`src/rtl/row_pkg.sv`:
```
package row_pkg;

    // ********************
    // widths
    // ********************

    localparam int pix_w  = 8;
    localparam int sum_w  = pix_w + 2;
    localparam int addr_w = 10;

    // row and column fields of a result.
    localparam int idx_w  = 5;

    // ********************
    // bus payloads
    // ********************

    // one memory access, either a pixel write or a pixel read.
    typedef struct packed {
        logic              req;
        logic              we;
        logic [addr_w-1:0] addr;
        logic [pix_w-1:0]  wdata;
    } mem_req_t;

    // one windowed sum, tagged with the column of its newest pixel.
    typedef struct packed {
        logic [idx_w-1:0] row;
        logic [idx_w-1:0] col;
        logic [sum_w-1:0] sum;
    } result_t;

endpackage
```
`src/rtl/row_sum_ctrl.sv`:
```
`timescale 1ns/1ps

module row_sum_ctrl #(
    parameter int COLS = 16
) (
    input  logic                        clk,
    input  logic                        rst,
    input  logic                        frame_ready,
    input  logic                        start_gt_1,
    input  logic                        last_row,
    input  logic [row_pkg::addr_w-1:0]  pix_count,
    output logic                        start_en,
    output logic                        ld_en,
    output logic                        count_en,
    output logic                        sum_en,
    output logic                        cum_en,
    output logic                        emit_en,
    output logic                        frame_done
);
    import row_pkg::*;

    typedef enum logic [2:0] {
        st_idle,
        st_start,
        st_row_start,
        st_fill,
        st_emit,
        st_finish,
        st_done
    } state_t;

    // the window is full once four pixels of the row are in.
    localparam logic [addr_w-1:0] fill_pix = addr_w'(4);
    localparam logic [addr_w-1:0] row_pix  = addr_w'(COLS);

    state_t     state;
    state_t     state_next;
    logic       abort;
    logic [6:0] ctl;

    // a dropped frame_ready and the end of the last row both close the frame.
    assign abort = !frame_ready || last_row;

    always_ff @(posedge clk) begin
        if (rst) begin
            state <= st_idle;
        end else begin
            state <= state_next;
        end
    end

    always_comb begin
        case (state)
            st_idle:      state_next = frame_ready ? st_start : st_idle;
            st_start:     state_next = abort ? st_finish :
                                       start_gt_1 ? st_row_start : st_start;
            st_row_start: state_next = abort ? st_finish : st_fill;
            st_fill:      state_next = abort ? st_finish :
                                       (pix_count >= fill_pix) ? st_emit : st_fill;
            st_emit:      state_next = abort ? st_finish :
                                       (pix_count >= row_pix) ? st_row_start : st_emit;
            st_finish:    state_next = st_done;
            st_done:      state_next = frame_ready ? st_done : st_idle;
            default:      state_next = st_idle;
        endcase
    end

    // ********************
    // output decode
    // ********************

    // bit order is start, ld, count, sum, cum, emit, frame_done.
    always_comb begin
        case (state)
            st_idle:      ctl = 7'b000_0000;
            st_start:     ctl = 7'b100_0000;
            st_row_start: ctl = 7'b010_0000;
            st_fill:      ctl = 7'b001_1000;
            st_emit:      ctl = 7'b001_0110;
            st_finish:    ctl = 7'b000_0001;
            st_done:      ctl = 7'b000_0000;
            default:      ctl = 7'b000_0000;
        endcase
    end

    assign {start_en, ld_en, count_en, sum_en, cum_en, emit_en, frame_done} = ctl;

endmodule

```
`config.mk`:
```
export PLATFORM = sky130hd
export DESIGN_NAME = row_sum_ctrl
export DESIGN_NICKNAME = d
export VERILOG_FILES = /design/src/rtl/row_pkg.sv /design/src/rtl/row_sum_ctrl.sv
export SDC_FILE = /design/constraint.sdc
export NUM_CORES = 1
export LEC_CHECK = 0
export BUFFER_PORTS_ARGS = -buffer_cell sky130_fd_sc_hd__buf_2
export CORE_AREA = 2 2 39 41
export CTS_CLUSTER_DIAMETER = 60
export DETAILED_ROUTE_END_ITERATION = 8
export DIE_AREA = 0 0 41 43
export GPL_TIMING_DRIVEN = 0
export PLACE_DENSITY = 0.59
export SLEW_MARGIN = 0
export SYNTH_ARGS = -nofsm -noshare
export SYNTH_HDL_FRONTEND = slang
export SYNTH_SLANG_ARGS = --single-unit
```
`constraint.sdc`:
```
create_clock -name clk -period 2.26 [get_ports clk]
set_input_delay 0.226 -clock clk [delete_from_list [all_inputs] [get_ports clk]]
set_output_delay 0.226 -clock clk [all_outputs]
set_load 0.02 [all_outputs]
```
==> flow_metrics.tcl <==
set metrics [dict create \
    synth-compound-area-share_pct 29.5 \
    routed_wl_um 825 \
    synth_xor_area_share_pct 0 \
    cts_sinks 3 \
    core_sq_um 1380 \
    cap_violations 0 \
    wl_per_cell_um 9.94 \
    worstPathCellList "buf_2 > nor3b_1 > buf_4 > buf_2" \
    syn2layout_area_growth_pct 42.8 \
    use_met1_pct 15.7 \
    vdd_drop_max_uv 187 \
    hold_depth 2 \
    worstSetupPathType "flop to output pin" \
    largest_reg_flops 3 \
    cts_tree "built" \
    cts-buffers-inserted 3 \
    post_cts.resized_instances 0 \
    powerDensity_nw_per_um2 584 \
    post-route-period-util_pct 71.5 \
    dieArea_sq_um 1760 \
    nets 83 \
    rsz0062_at_grt "no" \
    num_antenna_cells 0 \
    grt_max_degree 11 \
    yosys.area_share.simple_pct 34.8 \
    die_w_um 41 \
    clock.fmax_mhz 619 \
    muxShareOfSynthArea_pct 3.41 \
    final_cell_mix "buf_2, a21oi_1, inv_1, nor3_1" \
    place.port_buffers 19 \
    synth_top_family_by_area "simple AND/OR/NAND/NOR gates" \
    pre_cts_ws_ns 0.624 \
    cts-root-buf "clkbuf_4" \
    drtAntennaViolNets 0 \
    hpwl_um 649 \
    cp_common_cell "buf_2" \
    setup_tns_ns 0 \
    slew_viol_final 0 \
    die_y_um 43 \
    place_congestion 0.766 \
    fin_skew_ns 0.00232 \
    critPathMaxStageDelay_ns 0.38 \
    viasPerCell 4.88 \
    setup_ws_ns 0.645 \
    synth.distinct_cells 30 \
    ys_warn_count 0 \
    fillers 161 \
    grt_overflow 0 \
    setup-violations-final 0 \
    path_max_fanout 10 \
    fin_crit_ns 1.61 \
    hold_viol_final 0 \
    rows 14 \
    insertion_delay_ns 0.23 \
    htree_levels 1 \
    power.leakage_nw 0.218 \
    clockBufferDepth 2 \
    grtUsageTotal_pct 11.0 \
    slew_headroom_pct 70.8 \
    synthesis.instances 44 \
    grt.busiest_layer "met1" \
    reg_top3 "state x3" \
    first_pass_iters 3 \
    totalPowerFinal_mw 0.276 \
    netlist_area_sq_um 330 \
    met2_usage_pct 15.3 \
    antenna_found_initial 0 \
    status "finished clean" \
    syn_avg_cell_area_sq_um 7.51 \
    hold_path_class "primary input to flop" \
    clkSlewWorstSetupHoldPaths_ns 0.04 \
    grt_use_met3_pct 1.57 \
    cp_data_arrival_time_ns 1.39 \
    via_count 405 \
    io-pin-count 22 \
    first_iter_violations 2 \
    synth_seq_cells 3 \
    max_flop_register "state" \
    drive_above_1_share_pct 41.8 \
    grt_pass1_vias 353 \
    grt_pass1_wl_um 1370 \
    reg2reg_depth 5 \
    ctsHoldBuffers 0 \
    mostFrequentLayoutCell "buf_2" \
    slowest_stage "nor3b_1" \
    initial_core_util_pct 23.9 \
    cts_setup_buffers 0 \
    required_ns 2.03 \
    cp-start-kind "flop" \
    tightest_slew_ns 0.437 \
    end_kind "output pin" \
    drc 0 \
    syn_nets 59 \
    synthAdderAreaFrac_pct 3.03 \
    ys_seq_area_share_pct 18.2 \
]
## where the power goes
group | internal, mW | total [mW] | switching [mW]
Combinational | 0.0476 | 0.118 | 0.0702
Clock | 0.0662 | 0.0945 | 0.0283
Sequential | 0.0600 | 0.0634 | 0.00334
Total | 0.174 | 0.276 | 0.102
## layout make-up
type | count | area (sq um) | share of cell area (%)
Buffer | 4 | 21.3 | 4.51
Clock buffer | 4 | 26.3 | 5.57
Inverter | 4 | 15.0 | 3.18
Multi-Input combinational cell | 33 | 234 | 49.6
Sequential cell | 3 | 60.1 | 12.7
Tap cell | 16 | 20.0 | 4.24
Timing Repair Buffer | 19 | 95.1 | 20.2
## final timing paths
check	start	slack (ns)	endpoint
max reg2reg	state[1]$_SDFF_PP0_	0.81	state[2]$_SDFF_PP0_
max	state[1]$_SDFF_PP0_	0.65	emit_en
min	rst	0.18	state[0]$_SDFF_PP0_
min reg2reg	state[1]$_SDFF_PP0_	0.64	state[0]$_SDFF_PP0_
## metrics by stage
stage | hold slack [ns] | area (sq um) | std cells | utilization (%)
finish | 0.178 | 472 | 83 | 34.1
CTS | 0.174 | 472 | 83 | 34.1
global placement | 0.424 | 445 | 79 | 32.2
floorplan | 0.295 | 330 | 44 | -
global route | 0.184 | 472 | 83 | 34.1
detailed placement | 0.420 | 445 | 79 | 32.2
## cell usage after synthesis (all sizes together)
cell    count  area, sq um
inv         4         15.0
nor4b       1         8.76
nand2b      1         6.26
and4        1         8.76
o21ai       2         10.0
a211oi      1         7.51
o311a       1         10.0
and3b       1         8.76
nor3        5         30.0
dfxtp       3         60.1
a221oi      1         15.0
nand4       1         6.26
o21bai      1         7.51
maj3        1         10.0
clkbuf      1         3.75
a31oi       1         6.26
buf         3         17.5
nand3b      1         7.51
nor3b       1         7.51
nor2b       1         6.26
a21oi       5         25.0
nor2        1         3.75
or4         1         11.3
o211ai      1         7.51
a211o       1         8.76
nor4        1         6.26
mux2        1         11.3
nand2       1         3.75
## worst max-delay path: cells and delay by family (launching register included)
| kind | cells | cell delay [ns] |
|---|---|---|
| buffers and inverters | 3 | 0.50 |
| DFF | 1 | 0.28 |
| and+or+nand+nor | 1 | 0.38 |
## logic make-up (layout without fill, tap and decap cells)
| kind of cell | Yosys count | in the layout |
|---|---|---|
| DFF | 3 | 3 |
| adders and majority gates | 1 | 1 |
| buffers and inverters | 8 | 31 |
| muxes | 1 | 1 |
| and+or+nand+nor | 17 | 17 |
| AOI/OAI and AO/OA | 14 | 14 |
## layer usage
layer / vias up / routed length [um]
met4: 0 / 0
met1: 184 / 378
met3: 0 / 35
met5: - / 0
met2: 6 / 410
li1: 215 / -
(Power assumes the default switching activity.)
