**src/rtl/row_pkg.sv**
```systemverilog
package row_pkg;

    // ********************
    // widths
    // ********************

    localparam int pix_w  = 8;
    localparam int sum_w  = pix_w + 2;
    localparam int addr_w = 10;

    // row and column fields of a result.
    localparam int idx_w  = 5;

    // ********************
    // bus payloads
    // ********************

    // one memory access, either a pixel write or a pixel read.
    typedef struct packed {
        logic              req;
        logic              we;
        logic [addr_w-1:0] addr;
        logic [pix_w-1:0]  wdata;
    } mem_req_t;

    // one windowed sum, tagged with the column of its newest pixel.
    typedef struct packed {
        logic [idx_w-1:0] row;
        logic [idx_w-1:0] col;
        logic [sum_w-1:0] sum;
    } result_t;

endpackage
```
**src/rtl/row_sum_datapath.sv**
```systemverilog
`timescale 1ns/1ps

module row_sum_datapath #(
    parameter int COLS      = 16,
    parameter int ROWS      = 8,
    parameter int START_DLY = 2
) (
    input  logic                        clk,
    input  logic                        rst,
    input  logic                        start_en,
    input  logic                        ld_en,
    input  logic                        count_en,
    input  logic                        sum_en,
    input  logic                        cum_en,
    input  logic                        emit_en,
    input  logic                        frame_done,
    input  logic                        gnt,
    input  logic                        rd_valid,
    input  logic [row_pkg::pix_w-1:0]   rd_data,
    output row_pkg::mem_req_t           mem_req,
    output logic                        start_gt_1,
    output logic                        last_row,
    output logic [row_pkg::addr_w-1:0]  pix_count,
    output logic                        result_valid,
    output row_pkg::result_t            result
);
    import row_pkg::*;

    localparam logic [addr_w-1:0] cols_a   = addr_w'(COLS);
    localparam logic [addr_w-1:0] rows_a   = addr_w'(ROWS);
    localparam logic [addr_w-1:0] dly_last = addr_w'(START_DLY - 1);

    logic [addr_w-1:0]     start_cnt;
    logic [addr_w-1:0]     col;
    logic [addr_w-1:0]     row_cnt;
    logic [addr_w-1:0]     row_base;
    logic [2:0][pix_w-1:0] win;
    logic [sum_w-1:0]      win_sum;
    logic                  take;
    logic                  issue;
    logic                  row_end;

    // ********************
    // row sequencing
    // ********************

    always_ff @(posedge clk) begin
        if (rst) begin
            start_cnt <= '0;
        end else if (start_en) begin
            start_cnt <= start_cnt + 1'b1;
        end else begin
            start_cnt <= '0;
        end
    end

    assign start_gt_1 = start_cnt >= dly_last;

    // the row counter moves on as the last pixel of a row comes back.
    always_ff @(posedge clk) begin
        if (rst || frame_done) begin
            row_cnt <= '0;
        end else if (row_end) begin
            row_cnt <= row_cnt + 1'b1;
        end
    end

    assign last_row = row_cnt == rows_a;

    always_ff @(posedge clk) begin
        if (ld_en) begin
            row_base <= addr_w'(row_cnt * COLS);
        end
    end

    always_ff @(posedge clk) begin
        if (rst) begin
            col       <= '0;
            pix_count <= '0;
        end else begin
            if (ld_en) begin
                col <= '0;
            end else if (gnt) begin
                col <= col + 1'b1;
            end
            if (ld_en) begin
                pix_count <= '0;
            end else if (take) begin
                pix_count <= pix_count + 1'b1;
            end
        end
    end

    always_comb begin
        mem_req.req   = count_en && (col < cols_a);
        mem_req.we    = 1'b0;
        mem_req.addr  = row_base + col;
        mem_req.wdata = '0;
    end

    // ********************
    // window and sum
    // ********************

    assign take    = rd_valid && (sum_en || cum_en);
    assign row_end = rd_valid && (sum_en || emit_en) && (pix_count == cols_a - 1'b1);

    // pixels four and five can both arrive before the FSM reaches emit.
    assign issue = rd_valid && (cum_en || (sum_en && pix_count >= addr_w'(3)));

    // the incoming pixel is the fourth tap of the window.
    assign win_sum = sum_w'(rd_data) + sum_w'(win[0]) + sum_w'(win[1]) + sum_w'(win[2]);

    always_ff @(posedge clk) begin
        if (take) begin
            win <= {win[1:0], rd_data};
        end
    end

    always_ff @(posedge clk) begin
        if (rst) begin
            result_valid <= 1'b0;
        end else begin
            result_valid <= issue;
        end
    end

    always_ff @(posedge clk) begin
        if (issue) begin
            result.row <= idx_w'(row_cnt);
            result.col <= idx_w'(pix_count);
            result.sum <= win_sum;
        end
    end

endmodule

```
**config.mk**
```make
export PLATFORM = sky130hd
export DESIGN_NAME = row_sum_datapath
export DESIGN_NICKNAME = d
export VERILOG_FILES = /design/src/rtl/row_pkg.sv /design/src/rtl/row_sum_datapath.sv
export SDC_FILE = /design/constraint.sdc
export NUM_CORES = 1
export LEC_CHECK = 0
export ABC_CLOCK_PERIOD_IN_PS = 3000
export BUFFER_PORTS_ARGS = -buffer_cell sky130_fd_sc_hd__buf_2
export CAP_MARGIN = 20
export CORE_MARGIN = 5
export CORE_UTILIZATION = 30
export DETAILED_ROUTE_END_ITERATION = 16
export PLACE_DENSITY = 0.61
export SYNTH_ARGS = -nofsm -noshare
export SYNTH_HDL_FRONTEND = slang
export SYNTH_SLANG_ARGS = --single-unit
```
**constraint.sdc**
```tcl
create_clock -name clk -period 3 [get_ports clk]
set_input_delay 0.6 -clock clk [delete_from_list [all_inputs] [get_ports clk]]
set_output_delay 0.6 -clock clk [all_outputs]
set_load 0.05 [all_outputs]
```
==> impl_metrics.csv <==
group,metric,value,unit
min_path,hold_path_class,"in2reg",
clock_tree,cts_buffers,9,
finish,area_growth,18.59,%
logic_synthesis,synthArstFlopShare,0,%
timing,timing.final.crit_period,2883,ps
routing,wl_met3,560,um
placed_design,dp_hpwl,6404,um
worst_setup_path,start_kind,"register",
worst_setup_path,crit_required,3090,ps
clock_tree,clock_latency,340,ps
clock_tree,cts_root_buffer,"clkbuf_16",
global_routing,grt_util_all_layers,9.817,%
finish,fin_cells,665,
logic_synthesis,syn-mean-instance-area,11.17,sq um
worst_setup_path,path_class,"reg2reg",
timing,timing.final.crit_share,96.10,%
worst_setup_path,worst-path-max-fanout,3,
placed_design,place_area,5027,sq um
logic_synthesis,yosys_warnings,0,
logic_synthesis,ys_types,44,
worst_setup_path,arrival,2970,ps
global_routing,grt_pass1_wl,14120,um
placed_design,dp_cells,645,
routing,wl_per_cell,12.80,um
clock_tree,clk_pin_slew,70,ps
logic_synthesis,synth_edf_count,50,
timing,finClkSkew,9.288,ps
routing,met1_length,3936,um
routing,met2WireLength,3938,um
floorplan,die_h,132.8,um
power_and_ir_drop,powerDensity,606.1,nW/um^2
clock_tree,cts_tree,"built",
worst_setup_path,crit_family,"adder cells",
timing,slew_viol_final,0,
run,drv_cap,0,
logic_synthesis,ys_ff_latch,91,
routing,route.detailed.vias_per_inst,4.546,
routing,highest_layer,"met4",
placed_design,gp_congestion,0.7767,
logic_synthesis,yosysSeqAreaShare,51.36,%
clock_tree,cts_buffer_depth,2,
routing,drtIter0Drc,147,
global_routing,grt_max_degree,28,
clock_tree,cts-htree-levels,3,
placed_design,port_buffers,62,
worst_setup_path,crit_path_end_kind,"register",
routing,dr_total_vias,3023,
floorplan,core_area,14640,sq um
worst_setup_path,slowest_delay,530,ps
routing,drc,0,
worst_setup_path,worst-path-buf-inv,2,
clock_tree,clock_sinks,91,
worst_setup_path,regToRegSetupSlack,120,ps
timing,fmax,346.8,MHz
finish,stdcell_area,5363,sq um
power_and_ir_drop,peakVddDrop,434.1,uV
power_and_ir_drop,power,3.250,mW
finish,nNetsFinal,532,
timing,hold_violations,0,
routing,drt-total-wl,8514,um
global_routing,grt_antenna_before_repair,0,
logic_synthesis,synth_top_flop_cell,"edfxtp_1",
routing,final_antenna_net_count,0,
floorplan,initial_utilization,30.88,%
floorplan,die_x,132.8,um
routing,drt_pre_antenna_iters,4,
floorplan,row_count,44,
worst_setup_path,cp_cell_sequence,"inv_1, fa_1, inv_1, fa_1, ha_2, fa_2, a21o_1, a21oi_2, o211ai_1, xor2_1",
floorplan,die_area,17630,sq um
status,run_status,"completed",
logic_synthesis,mappedNetlistArea,4522,sq um
clock_tree,postCtsHoldBufs,0,
timing,setup_viol,0,
global_routing,grt_pass1_vias,3005,
global_routing,grt-ovfl-total,0,
floorplan,io_pins,72,
finish,final_layout_size_suffix_gt1_share,20.63,%
logic_synthesis,netlist_instances,405,
worst_setup_path,worst_path_max_delay_cell,"fa_1",
power_and_ir_drop,p_leak,2.230,nW
area by class of cell:
cell class                 count  area (sq um)
antenna                        1         2.502
clock buffer                  10         229.0
clock inverter                 6         72.57
fill                        1442          9281
inverter                      56         210.2
multi-input combinational    247          1918
sequential                    91          2322
tap                          184         230.2
timing repair buffer          70         377.9
synth_stat cells, drive strengths merged (11+ instances only):
cell    number  area share (%)
edfxtp      50              33
xor2        16             3.1
xnor2       17             3.3
inv         56             4.6
fa          17             7.5
nand3       11             1.2
ha          21             5.8
nor2        33             2.7
dfxtp       41              18
buf         14             2.2
or3         12             1.7
nand2       18             1.5
nand4       11             1.5
a21oi       14             1.5
power breakdown:
| part | switching [mW] | internal (mW) |
|---|---|---|
| registers | 0.0262 | 1.41 |
| clock network | 0.493 | 0.656 |
| logic | 0.411 | 0.257 |
| total | 0.930 | 2.32 |
sequential cells by signal, summed over array words and instances (netlist names):
register and flops:
pix_count 10, result_valid 1, win 24, start_cnt 10, row_cnt 10, col 10, result 20, row_base 6
logic make-up after synthesis:
group | after synthesis | share of synthesized area, %
AO/OA/AOI/OAI | 43 | 6.531
XOR/XNOR | 33 | 6.392
adder cells (fa/ha/maj) | 38 | 13.34
buffers and inverters | 75 | 7.305
flip-flops | 91 | 51.36
multiplexers | 3 | 0.6641
other | 1 | 0.08293
AND/OR/NAND/NOR | 121 | 14.33
routing by layer:
layer,global-route usage (%),vias up
met4,2.540,0
met1,12.16,1427
met2,15.60,71
met5,0,-
met3,4.480,9
li1,-,1516
path summary, 6_finish.rpt:
check,startpoint,to,depth (start not counted)
worst min-delay path,rd_data[3],win[3],1
worst min register to register,win[13],win[21],0
worst max-delay path,win[9],result[7],10
worst max register to register,win[9],result[7],10
layout by cell type, fill, tap and decap left out, drive strengths merged, types with 10 or more instances in the layout:
master / instances
ha: 21
dfxtp: 41
edfxtp: 50
or3: 12
a21oi: 14
inv: 58
nor2: 33
nand4: 11
nand3: 11
clkbuf: 10
nand2: 18
fa: 17
buf: 70
xnor2: 17
xor2: 16
repair_timing:
action / in CTS / in global routing
setup buffers: 0 / 2
endpoints found under the setup margin: 0 / 2
hold endpoints to repair: 0 / 0
resized for setup: 0 / 1
through the flow:
| step | setup slack (ps) | hold slack (ps) | utilization [%] | TNS [ps] |
|---|---|---|---|---|
| 5_1_grt | -5.455 | 422.9 | 36.60 | -5.455 |
| 3_5_place_dp | -211.1 | 437.2 | 34.33 | -402.8 |
| 4_1_cts | 47.70 | 427.3 | 36.39 | 0 |
| 3_3_place_gp | -169.2 | 430.5 | 34.33 | -301.2 |
| 6_report | 116.9 | 445.5 | 36.62 | 0 |
| 2_1_floorplan | 2.653 | 426.4 | - | 0 |
Note: power is estimated with default switching activity, not from simulation.
