--- src/rtl/row_pkg.sv ---
package row_pkg;

    // ********************
    // widths
    // ********************

    localparam int pix_w  = 8;
    localparam int sum_w  = pix_w + 2;
    localparam int addr_w = 10;

    // row and column fields of a result.
    localparam int idx_w  = 5;

    // ********************
    // bus payloads
    // ********************

    // one memory access, either a pixel write or a pixel read.
    typedef struct packed {
        logic              req;
        logic              we;
        logic [addr_w-1:0] addr;
        logic [pix_w-1:0]  wdata;
    } mem_req_t;

    // one windowed sum, tagged with the column of its newest pixel.
    typedef struct packed {
        logic [idx_w-1:0] row;
        logic [idx_w-1:0] col;
        logic [sum_w-1:0] sum;
    } result_t;

endpackage
--- src/rtl/frame_loader.sv ---
`timescale 1ns/1ps

module frame_loader (
    input  logic                        clk,
    input  logic                        rst,
    input  logic                        host_we,
    input  logic [row_pkg::addr_w-1:0]  host_addr,
    input  logic [row_pkg::pix_w-1:0]   host_pixel,
    input  logic                        gnt,
    output row_pkg::mem_req_t           mem_req,
    output logic                        host_busy
);
    import row_pkg::*;

    logic              pend;
    logic              accept;
    logic [addr_w-1:0] addr_q;
    logic [pix_w-1:0]  pixel_q;

    assign accept = host_we && !pend;

    always_ff @(posedge clk) begin
        if (rst) begin
            pend <= 1'b0;
        end else if (gnt) begin
            pend <= 1'b0;
        end else if (accept) begin
            pend <= 1'b1;
        end
    end

    always_ff @(posedge clk) begin
        if (accept) begin
            addr_q  <= host_addr;
            pixel_q <= host_pixel;
        end
    end

    assign host_busy = pend;

    always_comb begin
        mem_req.req   = pend;
        mem_req.we    = 1'b1;
        mem_req.addr  = addr_q;
        mem_req.wdata = pixel_q;
    end

endmodule

--- config.mk ---
export PLATFORM = sky130hd
export DESIGN_NAME = frame_loader
export DESIGN_NICKNAME = d
export VERILOG_FILES = /design/src/rtl/row_pkg.sv /design/src/rtl/frame_loader.sv
export SDC_FILE = /design/constraint.sdc
export NUM_CORES = 1
export LEC_CHECK = 0
export ABC_AREA = 1
export ABC_CLOCK_PERIOD_IN_PS = 1800
export BUFFER_PORTS_ARGS = -buffer_cell sky130_fd_sc_hd__clkbuf_2
export CAP_MARGIN = 30
export CORE_AREA = 2 2 43 45
export DETAILED_ROUTE_END_ITERATION = 8
export DIE_AREA = 0 0 45 47
export PLACE_DENSITY = 0.73
export SLEW_MARGIN = 20
export SYNTH_ARGS = -nofsm -noshare
export SYNTH_HDL_FRONTEND = slang
export SYNTH_SLANG_ARGS = --single-unit
--- constraint.sdc ---
create_clock -name clk -period 1.8 [get_ports clk]
set_clock_uncertainty 0.05 [all_clocks]
set_input_delay 0 -clock clk [delete_from_list [all_inputs] [get_ports clk]]
set_output_delay 0 -clock clk [all_outputs]
set_load 0.02 [all_outputs]
==> metrics.txt, run 1 <==
Critical Path Slowest Stage Cell dlygate4sd3_1; clk_lat worst skew 0.29 ns; filler instances 126; final hold vios 0; Die H 47 µm; area share of the largest cell type after synthesis 89.3%; critical path class primary input to flop; metal1 wirelength 538 µm; Detail Route Antenna Nets 0; setup_tns 0 ns; critical path capture point type flop; worst-path cell chain dlygate4sd3_1 > clkbuf_2 > inv_1 > nand2_1 > dlygate4sd3_1 > nor2_1 > dlygate4sd3_1; TritonCTS Sinks 19; Synth warnings 0; DRC errors left 0; Antenna Cells 0; CP max stage delay 0.55 ns; mapped cell area 606 µm²; CTS Buf Count 3; Final Net Count 117; footprint of the multi-input gates 18.8 µm²; Worst R2R Path Depth 3; top post-synthesis cells by area edfxtp_1, dfxtp_1, buf_4; fmax 580 MHz; largest family of logic cells by synthesized area buffers and inverters; largest area contributor in the netlist edfxtp_1; Core Region 1650 µm²; die area 2120 µm²; RSZ-0062 raised after global routing no; met2 wire length 720 µm; Hold WC Path Type primary input to flop; 1st-pass router iterations 2; simple-gate share of the synthesized area 2.48%; via count 466; post-synth net total 51; CTS tree built; post-synthesis cell type count 7; r2r startpoint host_busy$_SDFFE_PP0P_; XOR/XNOR Fraction of Synth Area 0%; multiplexer area fraction after synthesis 0%; Hold Crit Depth 4; non-filler cells, final 111; Synth Area in Compound Gates 0%; worst path arrival time 1.91 ns; average wire per standard cell 13.0 µm; Post-DP HPWL 888 µm; met3 routed WL 175 µm; sequential element share of the synthesized area 92.6%; final setup vio count 0; total setup buffers inserted after CTS 0; Ports 43; CP Max Fanout 1; H-tree Lvls 1; CP Launch Point gnt; max-slew violations 0; initial antenna violation count 0; GPL Wtd Cong 0.681; Peak VDD IR 0.000532 V; largest net degree at the start of global routing 19; Die Width 45 µm; dpl cells 86; CP Launch Type primary input; final period demand of the worst path 1.72 ns; GRT Residual Overflow 0; cts-stage hold buffer count 21; leakage 0.490 nW; PwrDens 817 nW/µm²; Tcrit/Tclk final 95.8%; Total Wirelength 1.45 mm; most used cell, CP dlygate4sd3_1; DR top layer met4; FP Rows 15; layout cell share with drive strength beyond 1 47.9%; status finished, final reports clean; Clock Tree Root clkbuf_4; first-pass GRT wire length 1.99 mm; synthesized instance count 29; CP required 1.99 ns; IO Port Bufs 41; cts repair resizes 0; post-DR vias/cell 4.20; DR iter-0 viols 2; Sequential Area 561 µm²; Mapped Avg Cell Area 20.9 µm²; area grow syn2layout 75.2%; GRT Total Usage 14.7%; Starting Density 36.7%; adder and majority gate portion of the synthesized area 0%; number of max-cap violations 0; hold path startpoint host_we; vias in the first global route 492; clock slew at reported path FFs 0.11 ns; Bufs on Longest Clock Path 2; Yosys reg bits 19
report_power, final:
group	leakage [nW]	internal [mW]	total [mW]	switching [mW]
combinational	0.292	0.0645	0.133	0.0689
clock	0.0150	0.0861	0.213	0.127
sequential	0.182	0.513	0.520	0.00720
total	0.490	0.664	0.866	0.203
critical path, delay by kind of cell:
family	cells	cell delay (ns)
AND/OR/NAND/NOR	2	0.12
buffers and inverters	5	1.79
per-layer routing:
layer  vias up  track usage [%]
li1        228                -
met1       200             13.8
met2        36             27.7
met3         2             4.62
met4         0             8.82
met5         -                0
area by class of cell:
cell class / count / share of cell area (%)
clock buffer: 4 / 2.48
timing repair buffer: 63 / 39.9
sequential: 19 / 52.8
tap: 17 / 2.00
multi-input combinational: 5 / 1.77
inverter: 3 / 1.06
path summary, 6_finish.rpt:
check / to / slack [ns]
hold / removal: addr_q[9]$_DFFE_PP_ / 0.22
hold reg to reg: addr_q[9]$_DFFE_PP_ / 0.77
setup reg to reg: host_busy$_SDFFE_PP0P_ / 0.59
setup / recovery: host_busy$_SDFFE_PP0P_ / 0.08
synthesized netlist by cell type (all sizes together):
cell type and n:
buf 2, conb 1, dfxtp 1, edfxtp 18, inv 3, nand2 1, nor2 3
per-stage QoR:
step	utilization, %	power [mW]	instance area [µm²]	hold slack, ns	setup slack [ns]
floorplan	-	0.580	606	0.0489	0.156
global placement	49.9	0.624	825	0.128	0.782
detailed placement	49.9	0.628	825	0.129	0.752
CTS	64.2	0.864	1060	0.216	0.121
global route	64.2	0.896	1060	0.244	0.0117
finish	64.2	0.866	1060	0.217	0.0756
cells by family (layout without fill, tap and decap cells):
| kind of cell | count (synthesis) | in the layout |
|---|---|---|
| buffers and inverters | 5 | 70 |
| DFF | 19 | 19 |
| other | 1 | 1 |
| and+or+nand+nor | 4 | 4 |
flip-flops by register name, indices dropped and copies added, names as in the netlist:
signal and cells:
pixel_q 8, addr_q 10, host_busy 1
placed cells by master, fill, tap and decap left out:
cell type      synthesis  routed
buf_4                  2       1
clkbuf_1               0       1
clkbuf_2               0      41
clkbuf_4               0       3
conb_1                 1       1
dfxtp_1                1       1
dlygate4sd3_1          0      21
edfxtp_1              18      18
inv_1                  3       3
nand2_1                1       1
nor2_1                 3       3
(Power assumes the default switching activity.)
==> inputs of run 2 (changes only) <==
REMOVE_ABC_BUFFERS = 1   (was unset)
==> run 2 against run 1 <==
Non-clock buffer count unchanged. Utilization up 0.076 points. Worst setup slack better by 0.024 ns. Largest power group unchanged.
==> metrics.txt, run 2 (synthesis gave the netlist of run 1 again) <==
initial antenna violation count 0 (unchanged); DR iter-0 viols 7 (+5); Bufs on Longest Clock Path 2 (unchanged); Die H 47 µm (unchanged); via count 481 (+3.2%); Antenna Cells 0 (unchanged); most used cell, CP dlygate4sd3_1; max-slew violations 0 (unchanged); status finished, final reports clean; met2 wire length 674 µm (-6.4%); H-tree Lvls 1 (unchanged); r2r startpoint host_busy$_SDFFE_PP0P_; Die Width 45 µm (unchanged); Final Net Count 117 (unchanged); die area 2120 µm² (unchanged); Crit path max-delay family buffers and inverters; average wire per standard cell 12.7 µm (-2.6%); vias in the first global route 484 (-1.6%); Largest register FFs 10 (unchanged); Starting Density 36.7% (unchanged); clk_lat worst skew 0.28 ns (about the same); met3 routed WL 221 µm (+26%); first-pass GRT wire length 1.99 mm (unchanged); Final Util 64.3% (+0.076 points); largest net degree at the start of global routing 19 (unchanged); IO Port Bufs 41 (unchanged); Post-DP HPWL 814 µm (-8.3%); Detail Route Antenna Nets 0 (unchanged); cts-stage hold buffer count 21 (unchanged); setup_tns 0 ns (unchanged); Total Wirelength 1.41 mm (-2.6%); worst path arrival time 1.89 ns (-0.02 ns); cts repair resizes 0 (unchanged); GRT Residual Overflow 0 (unchanged); worst-path cell chain dlygate4sd3_1 > clkbuf_2 > inv_1 > nand2_1 > dlygate4sd3_1 > nor2_1 > dlygate4sd3_1; area grow syn2layout 75.4%; filler instances 127 (+0.79%); most frequent cells in the layout clkbuf_2, dlygate4sd3_1, edfxtp_1; setup ws final 0.0993 ns (+0.0237 ns); Core Region 1650 µm² (unchanged); clock slew at reported path FFs 0.12 ns (about the same); DRC errors left 0 (unchanged); Worst R2R Path Depth 3 (unchanged); Tcrit/Tclk final 94.5% (-1.3 points); Peak VDD IR 0.000579 V (+8.8%); critical path class primary input to flop; CP Max Fanout 1 (unchanged); TritonCTS Sinks 19 (unchanged); WHS Endpoint addr_q[1]$_DFFE_PP_; 1st-pass router iterations 3 (+1); dpl ws 0.747 ns (-0.00476 ns); RR Endpoint host_busy$_SDFFE_PP0P_; CP required 1.99 ns (about the same); number of max-cap violations 0 (unchanged); Clock Tree Root clkbuf_4; fmax 588 MHz (+1.4%); FP Rows 15 (unchanged); leakage 0.492 nW (+0.56%); GPL Wtd Cong 0.711 (+4.4%); CP Launch Type primary input; CP bufs+invs 5 (unchanged); Hold WC Path Type primary input to flop; worst reg-to-reg setup slack 0.59 ns (about the same); Hold Crit Depth 4 (unchanged); final period demand of the worst path 1.70 ns (-0.0237 ns); Biggest register addr_q; post-DR vias/cell 4.33 (+3.2%); final setup vio count 0 (unchanged); commonest non-fill, non-tap cell in the layout clkbuf_2; PwrDens 816 nW/µm² (about the same); CTS Buf Count 3 (unchanged); Critical Path Slowest Stage Cell dlygate4sd3_1; placed cell area 825 µm² (unchanged); metal1 wirelength 498 µm (-7.4%); RSZ-0062 raised after global routing no; total setup buffers inserted after CTS 0 (unchanged); GRT Total Usage 14.4% (-0.32 points); hold path startpoint host_we; Ports 43 (unchanged); CP max stage delay 0.55 ns (about the same); final hold vios 0 (unchanged); design area 1060 µm² (+0.12%); CTS tree built; DR top layer met4; layout cell share with drive strength beyond 1 48.9% (+1.1 points); critical path capture point type flop
run 2: power breakdown:
part / leakage, nW / internal [mW] / switching [mW]
combinational: 0.292 / 0.0644 / 0.0680
sequential: 0.182 / 0.513 / 0.00776
clock: 0.0177 / 0.0826 / 0.131
run 2: how the worst max path moves through the flow:
stage,start,to,cells past startpoint
after floorplan,host_busy$_SDFFE_PP0P_,addr_q[0]$_DFFE_PP_,1
after global placement,host_busy$_SDFFE_PP0P_,addr_q[0]$_DFFE_PP_,2
after detailed placement,host_busy$_SDFFE_PP0P_,addr_q[0]$_DFFE_PP_,2
after CTS,gnt,host_busy$_SDFFE_PP0P_,7
after global routing,gnt,host_busy$_SDFFE_PP0P_,7
final,gnt,host_busy$_SDFFE_PP0P_,7
run 2: tightest hold or removal path, delay by kind of cell:
family	cells	cell delay, ns
and+or+nand+nor	1	0.03
buffers and inverters	3	0.34
run 2: final cells by class:
cell class / count / area, µm² / area share, %
clock buffers: 3 / 22.5 / 2.12
clock inverters: 1 / 5.00 / 0.471
inverters: 3 / 11.3 / 1.06
multi-input cells: 5 / 18.8 / 1.77
flip-flops and latches: 19 / 561 / 52.8
well taps: 17 / 21.3 / 2.00
repair buffers: 63 / 423 / 39.8
run 2: routing by layer:
layer	up-vias	GRT usage, %
met2	40	24.9
met1	212	13.5
met5	-	0
met3	2	6.15
met4	0	10.6
li1	227	-
run 2: per-stage QoR:
step | total power [mW] | std cells | hold slack [ns]
CTS | 0.869 | 111 | 0.195
floorplan | 0.577 | 27 | 0.0489
global placement | 0.625 | 86 | 0.128
global route | 0.910 | 111 | 0.215
finish | 0.867 | 111 | 0.204
detailed placement | 0.627 | 86 | 0.129
