### src/rtl/row_pkg.sv
package row_pkg;

    // ********************
    // widths
    // ********************

    localparam int pix_w  = 8;
    localparam int sum_w  = pix_w + 2;
    localparam int addr_w = 10;

    // row and column fields of a result.
    localparam int idx_w  = 5;

    // ********************
    // bus payloads
    // ********************

    // one memory access, either a pixel write or a pixel read.
    typedef struct packed {
        logic              req;
        logic              we;
        logic [addr_w-1:0] addr;
        logic [pix_w-1:0]  wdata;
    } mem_req_t;

    // one windowed sum, tagged with the column of its newest pixel.
    typedef struct packed {
        logic [idx_w-1:0] row;
        logic [idx_w-1:0] col;
        logic [sum_w-1:0] sum;
    } result_t;

endpackage
### src/rtl/mem_arbiter.sv
`timescale 1ns/1ps

module mem_arbiter #(
    parameter type req_t = row_pkg::mem_req_t
) (
    input  logic clk,
    input  logic rst,
    input  req_t req_a,
    input  req_t req_b,
    output logic gnt_a,
    output logic gnt_b,
    output logic rd_valid_a,
    output logic rd_valid_b,
    output req_t mem_req
);

    logic last_b;
    logic rd_pend;
    logic rd_owner_b;

    // on a tie the requester that did not win last time gets the port.
    always_comb begin
        if (req_a.req && req_b.req) begin
            gnt_a = last_b;
            gnt_b = !last_b;
        end else begin
            gnt_a = req_a.req;
            gnt_b = req_b.req;
        end
    end

    // with no grant req_a is idle, so its req bit keeps the port quiet.
    assign mem_req = gnt_b ? req_b : req_a;

    always_ff @(posedge clk) begin
        if (rst) begin
            last_b  <= 1'b1;
            rd_pend <= 1'b0;
        end else begin
            if (gnt_a || gnt_b) begin
                last_b <= gnt_b;
            end
            rd_pend <= (gnt_a || gnt_b) && !mem_req.we;
        end
    end

    always_ff @(posedge clk) begin
        rd_owner_b <= gnt_b;
    end

    assign rd_valid_a = rd_pend && !rd_owner_b;
    assign rd_valid_b = rd_pend && rd_owner_b;

endmodule

### config.mk
export PLATFORM = sky130hd
export DESIGN_NAME = mem_arbiter
export DESIGN_NICKNAME = d
export VERILOG_FILES = /design/src/rtl/row_pkg.sv /design/src/rtl/mem_arbiter.sv
export SDC_FILE = /design/constraint.sdc
export NUM_CORES = 1
export LEC_CHECK = 0
export ABC_AREA = 1
export BUFFER_PORTS_ARGS = -buffer_cell sky130_fd_sc_hd__buf_2
export CAP_MARGIN = 20
export CORE_AREA = 2 2 41 43
export CTS_CLUSTER_SIZE = 10
export DETAILED_ROUTE_END_ITERATION = 6
export DIE_AREA = 0 0 43 45
export PLACE_DENSITY = 0.84
export SYNTH_ARGS = -nofsm -noshare
export SYNTH_HDL_FRONTEND = slang
export SYNTH_SLANG_ARGS = --single-unit
### constraint.sdc
create_clock -name clk -period 2.2 [get_ports clk]
set_clock_uncertainty 0.05 [all_clocks]
set_input_delay 0.22 -clock clk [delete_from_list [all_inputs] [get_ports clk]]
set_output_delay 0.22 -clock clk [all_outputs]
set_load 0.02 [all_outputs]
==> results by group, run 1 <==
Drt
  – Residual DRC: 0
  – Detail-routed net length per standard cell: 8.64 um
  – Drt initial violations: 2
  – Via-to-Cell Ratio: 4.29
  – Total wire length: 1380 um
  – ANT nets after route: 0
  – DRT Pass-1 Iters: 4
  – Via Count: 687

Cells and area
  – Final instance area: 722 sq um
  – Diode insertion count for antenna repair: 0
  – Count of nets after finishing: 187
  – Fraction of final layout cells sized beyond drive strength 1: 0.514
  – Post-synthesis to final-layout area growth: 83.8%

Synthesis
  – Mapped Cells: 78
  – Synth top area share: 0.535
  – Mean Syn Cell Area: 5.04 sq um
  – Fraction of synthesized cell area in xor and xnor cells: 0
  – Most used standard cell by instance count after synthesis: sky130_fd_sc_hd__nand2_1
  – Async S/R FF share, synth: 0
  – Multiplexer share of the synthesized area: 0
  – Synth Area in Adders: 0
  – Number of register bits inferred by synthesis: 3
  – Basic-gate share of the synthesized area counting and, or, nand and nor cells: 0.646
  – Top cells by instance count after synthesis: sky130_fd_sc_hd__nand2_1 (56), sky130_fd_sc_hd__inv_1 (4), sky130_fd_sc_hd__nand2_2 (4)
  – Library cell with the largest summed area after synthesis: sky130_fd_sc_hd__nand2_1
  – Complex-gate fraction of the synthesized area: 0.0446
  – Synthesis warning total: 0
  – Number of distinct library cells after synthesis: 13
  – Post-synthesis cell area: 393 sq um
  – Post-synth net total: 120
  – EDFF count, synth: 0
  – Post-synthesis sequential area ratio: 0.153
  – Primary flip-flop cell chosen by synthesis mapping: sky130_fd_sc_hd__dfxtp_1
  – Main combinational cell family by area after synthesis: simple AND/OR/NAND/NOR gates
  – Cells taking the most area after synthesis: sky130_fd_sc_hd__nand2_1 (54%), sky130_fd_sc_hd__dfxtp_1 (15%), sky130_fd_sc_hd__nand2_2 (6.4%)

Run
  – Number of maximum-capacitance violations: 0

Global routing
  – Maximum number of pins on one net before global-route repair: 21
  – Antenna violations before repair: 0
  – Total routing usage reported by global routing: 0.151
  – Wire length of the first global-routing pass: 2280 um
  – Total congestion overflow: 0
  – Via count of the first global-routing pass: 634

Worst hold path
  – Hold crit path type: in -> reg

Clock tree
  – Htree depth: 1
  – CTS Hold Buffers Added: 0
  – CTS tree: built
  – Root Buffer Master: sky130_fd_sc_hd__clkbuf_4
  – Clock transition at the register clock pins on the worst setup and hold paths after CTS: 0.04 ns
  – Clock insertion delay at the later pin of the skew report: 0.23 ns
  – Resized cells post-CTS: 0
  – Post-CTS Setup Repair Bufs: 0
  – Clock sink count: 3
  – Buffer levels on the longest clock path: 2
  – Clock buffer count from CTS: 3

STA
  – RSZ-0062 raised after global routing: false
  – Final worst path period share: 0.805
  – Maximum achievable frequency: 564 MHz
  – Worst Setup Slack, final: 0.428 ns
  – Final setup violation count: 0
  – Final total negative setup slack: 0 ns
  – Final hold viol count: 0
  – Minimum clock period: 1.77 ns
  – Tightest slew margin relative to the limit: 0.748
  – Final max-slew violation count: 0
  – Slew at the pin closest to its max-slew limit: 0.376 ns

Power
  – Share of total power in the clock network: 0.288
  – Post-layout power: 0.337 mW
  – Worst vdd rail ir drop: 201 uV
  – Cell-internal power: 0.197 mW
  – Leakage: 0.520 nW
  – Total power density per cell area: 466 nW/um^2
  – Fraction of power spent switching nets: 0.415
  – Switching power: 0.140 mW
  – Gate power share: 0.530
  – Proportion of power drawn by flip-flops and latches: 0.182

Setup path
  – Start-to-end type of the worst setup path: reg -> out
  – Type of destination of the critical path: output pin
  – Largest fanout on the critical path: 20
  – Worst path arrival time: 1.50 ns
  – Data required, critical path: 1.93 ns
  – Crit start category: flip-flop

Placed design
  – Worst setup timing slack at the placement stage: 0.613 ns
  – Placed cell area: 696 sq um
  – Count of input and output buffers: 65
  – Placed wire-length estimate: 1140 um
  – Final weighted congestion of routability-driven global placement: 0.706

Floorplan
  – Die height: 45 um
  – Core Area: 1470 sq um
  – Starting utilization of the core area: 0.267
  – Chip Width: 43 um
  – Number of placement rows: 14
  – Die Footprint: 1940 sq um
  – Number of top-level pins: 66

Run status
  – Run status: finished clean
==> flip-flops by register name, indices dropped and copies added (netlist names) <==
| signal | count |
|---|---|
| rd_pend | 1 |
| rd_owner_b | 1 |
| last_b | 1 |
==> final timing paths <==
check           endpoint  depth (start not counted)  startpoint  slack [ns]
min               last_b                          3         rst        0.16
max          mem_req[12]                          6      last_b        0.43
max reg2reg   rd_owner_b                          3      last_b        1.02
min reg2reg       last_b                          2      last_b        0.50
==> metrics by stage <==
step           utilization  cells  hold slack, ns
2_1_floorplan            -     78           0.270
3_3_place_gp         0.473    156           0.378
3_5_place_dp         0.473    156           0.406
4_1_cts              0.491    160           0.152
5_1_grt              0.491    160           0.158
6_report             0.491    160           0.159
==> worst max-delay path, cell delays in order (launching register included) <==
cell and delay [ns]:
sky130_fd_sc_hd__dfxtp_1 0.32, sky130_fd_sc_hd__nand2_2 0.08, sky130_fd_sc_hd__nand2_2 0.23, sky130_fd_sc_hd__inv_2 0.33
sky130_fd_sc_hd__nand2_1 0.09, sky130_fd_sc_hd__nand2_1 0.06, sky130_fd_sc_hd__buf_2 0.16
==> placed cells by master (no fill, tap or decap) <==
master,synthesis,layout
sky130_fd_sc_hd__or2_2,1,1
sky130_fd_sc_hd__nand2_1,56,56
sky130_fd_sc_hd__clkbuf_1,0,1
sky130_fd_sc_hd__nand3_1,1,1
sky130_fd_sc_hd__a21boi_0,1,1
sky130_fd_sc_hd__nor2_1,2,2
sky130_fd_sc_hd__inv_2,1,1
sky130_fd_sc_hd__nand2_2,4,4
sky130_fd_sc_hd__a21oi_1,1,1
sky130_fd_sc_hd__inv_1,4,4
sky130_fd_sc_hd__dfxtp_1,3,3
sky130_fd_sc_hd__clkbuf_4,0,3
sky130_fd_sc_hd__o21ai_0,1,1
sky130_fd_sc_hd__buf_2,0,65
==> final cells by class <==
cell class	instances	area [sq um]
fill	165	749
timing repair buffer	65	325
multi-input combinational	67	272
sequential	3	60.1
clock buffer	4	26.3
tap	16	20.0
inverter	5	18.8
==> routing by layer <==
metal | vias to the layer above | global-route usage | share of wire
li1 | 364 | - | -
met1 | 271 | 0.160 | 0.36
met2 | 48 | 0.291 | 0.50
met3 | 4 | 0.0360 | 0.12
met4 | 0 | 0.0545 | 0.019
met5 | - | 0 | 0
==> kinds of logic after synthesis <==
group	after synthesis
compound gates	3
buf+inv	8
flops	3
simple gates	64
==> power groups by stage <==
stage                     registers [mW]  logic (mW)  clock network, mW
after global routing              0.0619       0.198              0.109
final                             0.0614       0.178             0.0969
after global placement            0.0618       0.175                  0
after detailed placement          0.0620       0.180                  0
after floorplan                   0.0614       0.112                  0
after CTS                         0.0613       0.181              0.102
Power figures use the tool's default switching activity.
==> run 2, diff against run 1 <==
==> config.mk (replaced) <==
export PLATFORM = sky130hd
export DESIGN_NAME = mem_arbiter
export DESIGN_NICKNAME = d
export VERILOG_FILES = /design/src/rtl/row_pkg.sv /design/src/rtl/mem_arbiter.sv
export SDC_FILE = /design/constraint.sdc
export NUM_CORES = 1
export LEC_CHECK = 0
export ABC_AREA = 0
export BUFFER_PORTS_ARGS = -buffer_cell sky130_fd_sc_hd__buf_2
export CAP_MARGIN = 20
export CORE_AREA = 2 2 44 46
export CTS_CLUSTER_SIZE = 10
export DETAILED_ROUTE_END_ITERATION = 6
export DIE_AREA = 0 0 46 48
export PLACE_DENSITY = 0.76
export SYNTH_ARGS = -nofsm -noshare
export SYNTH_HDL_FRONTEND = slang
export SYNTH_SLANG_ARGS = --single-unit
==> constraint.sdc (replaced) <==
create_clock -name clk -period 1.4 [get_ports clk]
set_clock_uncertainty 0.05 [all_clocks]
set_input_delay 0.14 -clock clk [delete_from_list [all_inputs] [get_ports clk]]
set_output_delay 0.14 -clock clk [all_outputs]
set_load 0.02 [all_outputs]
==> run 2 against run 1 <==
The run now ends with setup timing left. Combinational power up 70%. Area after synthesis shrank 3.5%. Flip-flop and latch count did not move. Largest cell class unchanged. Largest power group unchanged. Cell count is 23% lower. Clock power rose by 62%. Worst setup slack got worse by 0.62 ns.
==> results by group, run 2 <==
Floorplan
  – Chip Width: 46 um (+7.0%)
  – Die height: 48 um (+6.7%)
  – Core Area: 1690 sq um (+15%)
  – Starting utilization of the core area: 0.224 (-0.0426)
  – Die Footprint: 2210 sq um (+14%)
  – Number of placement rows: 15 (+1)
  – Number of top-level pins: 66 (unchanged)

Clock tree
  – Buffer levels on the longest clock path: 2 (unchanged)
  – Clock buffer count from CTS: 3 (unchanged)
  – Clock transition at the register clock pins on the worst setup and hold paths after CTS: 0.04 ns (about the same)
  – Clock insertion delay at the later pin of the skew report: 0.23 ns (about the same)
  – CTS tree: built
  – Clock sink count: 3 (unchanged)
  – Htree depth: 1 (unchanged)
  – Root Buffer Master: sky130_fd_sc_hd__clkbuf_4

Setup path
  – Start-to-end type of the worst setup path: reg -> out
  – Type of destination of the critical path: output pin
  – Slowest cell on the critical path: sky130_fd_sc_hd__mux2_2
  – Largest fanout on the critical path: 11 (-45%)
  – Worst path arrival time: 1.40 ns (-0.10 ns)
  – Worst-case register-to-register setup slack: 0.31 ns (-0.71 ns)
  – Longest individual stage delay on the worst path: 0.34 ns (about the same)
  – Crit start category: flip-flop
  – Critical path cell sequence: a21boi_2 > buf_6 > mux2_2 > buf_2
  – Data required, critical path: 1.21 ns (-0.72 ns)

Drt
  – Total wire length: 1240 um (-10%)
  – Drt initial violations: 2 (unchanged)
  – Via Count: 539 (-22%)
  – ANT nets after route: 0 (unchanged)
  – Via-to-Cell Ratio: 4.35 (+1.2%)
  – Residual DRC: 0 (unchanged)
  – Detail-routed net length per standard cell: 9.98 um (+16%)
  – DRT Pass-1 Iters: 2 (-2)

Synthesis
  – Post-synthesis sequential area ratio: 0.158 (+0.00555)
  – EDFF count, synth: 0 (unchanged)
  – Post-synthesis cell area: 379 sq um (-3.5%)
  – Library cell with the largest summed area after synthesis: sky130_fd_sc_hd__mux2_2
  – Post-synth net total: 78 (-35%)
  – Cells taking the most area after synthesis: sky130_fd_sc_hd__mux2_2 (53%), sky130_fd_sc_hd__dfxtp_1 (16%), sky130_fd_sc_hd__buf_6 (5.9%)
  – Number of distinct library cells after synthesis: 13 (unchanged)
  – Top cells by instance count after synthesis: sky130_fd_sc_hd__mux2_2 (18), sky130_fd_sc_hd__dfxtp_1 (3)
  – Mapped Cells: 36 (-54%)
  – Synthesis warning total: 0 (unchanged)
  – Async S/R FF share, synth: 0 (unchanged)
  – Number of register bits inferred by synthesis: 3 (unchanged)
  – Mean Syn Cell Area: 10.5 sq um (+110%)
  – Most used standard cell by instance count after synthesis: sky130_fd_sc_hd__mux2_2
  – Primary flip-flop cell chosen by synthesis mapping: sky130_fd_sc_hd__dfxtp_1
  – Synth top area share: 0.535 (about the same)

Global routing
  – Via count of the first global-routing pass: 414 (-35%)
  – Global routing's busiest layer: met2
  – Met3 usage: 0.0151 (-0.0209)
  – Met1 routing resource usage after global routing: 0.0618 (-0.0984)
  – Met2 Track Usage GR: 0.222 (-0.0687)
  – Wire length of the first global-routing pass: 1460 um (-36%)
  – Antenna violations before repair: 0 (unchanged)
  – Maximum number of pins on one net before global-route repair: 12 (-43%)
  – Total congestion overflow: 0 (unchanged)
  – Total routing usage reported by global routing: 0.0936 (-0.0574)

Cells and area
  – Commonest non-fill, non-tap cells in the layout: sky130_fd_sc_hd__buf_2 (58), sky130_fd_sc_hd__mux2_2 (17), sky130_fd_sc_hd__buf_4 (6)
  – Number of filler cells placed in the layout: 150 (-9.1%)
  – Largest regs: last_b x1, rd_owner_b x1, rd_pend x1
  – Most frequent standard cell in the layout excluding fill and tap cells: sky130_fd_sc_hd__buf_2
  – Diode insertion count for antenna repair: 0 (unchanged)
  – Final instance area: 803 sq um (+11%)
  – Count of nets after finishing: 150 (-20%)
  – Layout Utilization: 0.476 (-0.0151)
  – Fraction of final layout cells sized beyond drive strength 1: 0.897 (+0.383)
  – Post-synthesis to final-layout area growth: 112%

STA
  – Final setup violation count: 19 (+19)
  – Maximum achievable frequency: 628 MHz
  – RSZ-0062 raised after global routing: true
  – Final worst hold slack: 0.0600 ns (-0.0985 ns)
  – Final max-slew violation count: 0 (unchanged)
  – Final worst path period share: 1.14
  – Worst Setup Slack, final: -0.193 ns (-0.622 ns)
  – Final hold viol count: 0 (unchanged)
  – Final total negative setup slack: -3.33 ns (-3.33 ns)
  – Slew at the pin closest to its max-slew limit: 0.164 ns (-0.212 ns)
  – Tightest slew margin relative to the limit: 0.890 (+0.142)
  – Minimum clock period: 1.59 ns

Worst hold path
  – Hold crit path type: in -> reg

Power
  – Total power density per cell area: 690 nW/um^2 (+48%)
  – Leakage: 0.443 nW (-15%)
  – Worst vdd rail ir drop: 249 uV (+24%)
  – Post-layout power: 0.555 mW (+65%)

Run
  – Number of maximum-capacitance violations: 0 (unchanged)

Run status
  – Violations in the final reports: setup timing
  – Run status: complete, but fails checks

Placed design
  – Count of input and output buffers: 65 (unchanged)
  – Final weighted congestion of routability-driven global placement: 0.620 (-12%)
  – Placed cell area: 733 sq um (+5.4%)
[run 2: stage by stage]
| stage | cells | worst slack (ns) |
|---|---|---|
| floorplan | 36 | 0.121 |
| global placement | 120 | 0.0920 |
| detailed placement | 120 | 0.0494 |
| CTS | 124 | -0.209 |
| global route | 124 | -0.239 |
| finish | 124 | -0.193 |
[run 2: path summary, 6_finish.rpt]
kind | start | to | cells after the start
worst min register to register | last_b | rd_owner_b | 2
worst max-delay path | last_b | mem_req[4] | 4
worst min-delay path | rst | last_b | 2
worst max register to register | last_b | rd_pend | 3
[run 2: power breakdown]
part	total, mW	switching, mW	internal [mW]
sequential	0.0953	0.00282	0.0925
combinational	0.302	0.141	0.161
clock	0.157	0.0502	0.107
[run 2: worst max-delay path: cells and delay by family (launching register included)]
family / cells / cell delay [ns]
mux: 1 / 0.34
buf+inv: 2 / 0.34
flops: 1 / 0.31
compound gates: 1 / 0.17
[run 2: cells by family (layout without fill, tap and decap cells)]
family / after synthesis / after routing / share of synthesized area
compound gates: 3 / 3 / 0.0759
buf+inv: 2 / 73 / 0.0594
flops: 3 / 3 / 0.158
mux: 19 / 19 / 0.574
simple gates: 9 / 9 / 0.132
[run 2: what timing repair did]
action                     in CTS  in global routing
pin swaps                       0                  1
buffers inserted                0                  0
resized for setup               2                 13
hold buffers                    0                  0
setup endpoints to repair      19                 20
[run 2: area by class of cell]
type	instances	area, sq um	share of cell area
clock buffer	4	26.3	0.0327
multi-input combinational	31	303	0.377
sequential	3	61.3	0.0763
tap	17	21.3	0.0265
timing repair buffer	69	392	0.488
[run 2: per-layer routing]
layer / wire, um / vias to the layer above / part of all wire
li1: - / 273 / -
met1: 388 / 218 / 0.31
met2: 664 / 48 / 0.54
met3: 184 / 0 / 0.15
met4: 0 / 0 / 0
met5: 0 / - / 0
==> run 3, diff against run 2 <==
==> constraint.sdc (replaced) <==
create_clock -name clk -period 1.4 [get_ports clk]
set_clock_uncertainty 0.05 [all_clocks]
set_input_delay 0.28 -clock clk [delete_from_list [all_inputs] [get_ports clk]]
set_output_delay 0.28 -clock clk [all_outputs]
set_load 0.02 [all_outputs]
==> run 3 against run 2 <==
The flow still finishes with violations (setup timing). Via count is 9.8% higher. Cell area is 28% higher. Clock-buffer cell count stayed put. Sequential power is 0.7% higher. Global-route usage is 0.54 points lower. Utilization is 13 points higher. Sequential share of layout area is 1.7 points lower. Non-clock buffer count is 5 higher. Critical path depth stayed put. Fmax is 9.2% lower. Cell count is 4.0% higher. Combinational power is 40% higher. Largest cell class unchanged. Largest power group unchanged. Highest routed layer is now met4.
==> results by group, run 3 (synthesized netlist as in run 2, its figures left out) <==
Cells and area
  – Commonest non-fill, non-tap cells in the layout: sky130_fd_sc_hd__buf_2 (44), sky130_fd_sc_hd__buf_6 (26), sky130_fd_sc_hd__mux2_4 (19)
  – Diode insertion count for antenna repair: 0 (unchanged)
  – Post-synthesis to final-layout area growth: 171%
  – Largest regs: last_b x1, rd_owner_b x1, rd_pend x1
  – Count of nets after finishing: 155 (+3.3%)
  – Layout Utilization: 0.607 (+0.132)
  – Most frequent standard cell in the layout excluding fill and tap cells: sky130_fd_sc_hd__buf_2
  – Fraction of final layout cells sized beyond drive strength 1: 0.902 (+0.00459)

Worst hold path
  – Hold crit path type: in -> reg

Floorplan
  – Number of top-level pins: 66 (unchanged)
  – Core Area: 1690 sq um (unchanged)
  – Starting utilization of the core area: 0.224 (unchanged)
  – Chip Width: 46 um (unchanged)
  – Die height: 48 um (unchanged)
  – Die Footprint: 2210 sq um (unchanged)
  – Number of placement rows: 15 (unchanged)

STA
  – Maximum achievable frequency: 570 MHz (-9.2%)
  – Final max-slew violation count: 0 (unchanged)
  – Tightest slew margin relative to the limit: 0.856 (-0.0345)
  – RSZ-0062 raised after global routing: true
  – Worst Setup Slack, final: -0.354 ns (-0.161 ns)
  – Final hold viol count: 0 (unchanged)
  – Final worst path period share: 1.25 (+0.115)
  – Final worst hold slack: 0.200 ns (+0.140 ns)
  – Final total negative setup slack: -6.75 ns (-3.42 ns)
  – Minimum clock period: 1.75 ns (+0.161 ns)
  – Final setup violation count: 21 (+2)
  – Slew at the pin closest to its max-slew limit: 0.216 ns (+0.0522 ns)

Clock tree
  – CTS tree: built
  – CTS Hold Buffers Added: 0 (unchanged)
  – Root Buffer Master: sky130_fd_sc_hd__clkbuf_4
  – Clock transition at the register clock pins on the worst setup and hold paths after CTS: 0.04 ns (about the same)
  – Clock insertion delay at the later pin of the skew report: 0.24 ns (about the same)
  – Clock sink count: 3 (unchanged)
  – Buffer levels on the longest clock path: 2 (unchanged)
  – Htree depth: 1 (unchanged)
  – Clock buffer count from CTS: 3 (unchanged)

Run status
  – Run status: complete, but fails checks
  – Violations in the final reports: setup timing

Global routing
  – Antenna violations before repair: 0 (unchanged)
  – Maximum number of pins on one net before global-route repair: 13 (+1)
  – Total routing usage reported by global routing: 0.0882 (-0.00541)
  – Total congestion overflow: 0 (unchanged)
  – Wire length of the first global-routing pass: 1390 um (-4.3%)
  – Via count of the first global-routing pass: 407 (-1.7%)

Drt
  – Detail-routed net length per standard cell: 13.5 um (+35%)
  – DRT Pass-1 Iters: 4 (+2)
  – ANT nets after route: 0 (unchanged)
  – Drt initial violations: 6 (+4)
  – Total wire length: 1740 um (+40%)
  – Via-to-Cell Ratio: 4.59 (+5.6%)
  – Via Count: 592 (+9.8%)
  – Residual DRC: 0 (unchanged)

Power
  – Share of total power in the clock network: 0.234 (-0.050)
  – Proportion of power drawn by flip-flops and latches: 0.142 (-0.030)
  – Gate power share: 0.624 (+0.080)
  – Worst vdd rail ir drop: 275 uV (+10%)
  – Switching power: 0.229 mW (+18%)
  – Leakage: 0.575 nW (+30%)
  – Total power density per cell area: 661 nW/um^2 (-4.3%)
  – Cell-internal power: 0.449 mW (+25%)
  – Post-layout power: 0.678 mW (+22%)
  – Fraction of power spent switching nets: 0.337 (-0.0127)

Setup path
  – Crit path top cell by count: sky130_fd_sc_hd__buf_6
  – Data required, critical path: 1.07 ns (-0.14 ns)
  – Top cell family by delay on the critical path: flip-flops
  – Start-to-end type of the worst setup path: reg -> out
  – Slowest cell on the critical path: sky130_fd_sc_hd__dfxtp_2
  – Type of destination of the critical path: output pin
  – Crit start category: flip-flop
  – Worst path arrival time: 1.42 ns (+0.02 ns)
  – Buffer and inverter count on the worst path: 2 (unchanged)
  – Largest fanout on the critical path: 6 (-5)
  – Critical path cell sequence: a21boi_4 > buf_6 > mux2_4 > buf_6
  – Longest individual stage delay on the worst path: 0.33 ns (about the same)

Placed design
  – Final weighted congestion of routability-driven global placement: 0.613 (-1.1%)
  – Count of input and output buffers: 65 (unchanged)
  – Placed wire-length estimate: 1030 um

Run
  – Number of maximum-capacitance violations: 0 (unchanged)
==> run 3: cell count changes in the layout (fill, tap and decap cells not counted), sizes merged <==
cell	change
buf	+5
==> run 3: layout make-up <==
class,instances,area [sq um]
Sequential cell,3,61.3
Tap cell,17,21.3
Timing Repair Buffer,74,543
Fill cell,132,663
Multi-Input combinational cell,31,374
Clock buffer,4,26.3
==> run 3: worst paths after layout <==
check / slack (ns) / startpoint / cells after the start / end
setup reg to reg: 0.21 / last_b / 4 / rd_pend
setup / recovery: -0.35 / last_b / 4 / mem_req[1]
hold / removal: 0.20 / rst / 2 / last_b
hold reg to reg: 0.69 / last_b / 4 / last_b
==> run 3: worst register-to-register path, stage by stage (launching register included) <==
cell	delay, ns
sky130_fd_sc_hd__dfxtp_2	0.33
sky130_fd_sc_hd__buf_4	0.13
sky130_fd_sc_hd__buf_6	0.11
sky130_fd_sc_hd__or2b_1	0.23
sky130_fd_sc_hd__a32o_1	0.24
==> run 3: per-layer routing <==
layer,wire (um),track usage,up-vias
li1,-,-,282
met1,713,0.0773,259
met2,859,0.194,49
met3,151,0.0113,2
met4,12,0.0343,0
met5,0,0,-
==> run 3: power groups by stage <==
stage | Sequential, mW | Clock, mW | Combinational, mW
floorplan | 0.0962 | 0 | 0.168
global placement | 0.0960 | 0 | 0.277
detailed placement | 0.0960 | 0 | 0.282
CTS | 0.0950 | 0.162 | 0.295
global route | 0.0964 | 0.171 | 0.445
finish | 0.0960 | 0.159 | 0.423
==> run 3: stage by stage <==
step	worst slack, ns	std cells	cell area [sq um]
finish	-0.354	129	1030
CTS	-0.335	126	796
global route	-0.379	129	1030
detailed placement	-0.186	121	741
floorplan	-0.0187	36	379
global placement	-0.168	121	741
==> run 3: timing repair <==
action | in CTS | in global routing
gates resized for setup | 7 | 64
setup buffers | 1 | 1
setup endpoints to repair | 21 | 21
gates cloned | 0 | 2
pin swaps | 1 | 1
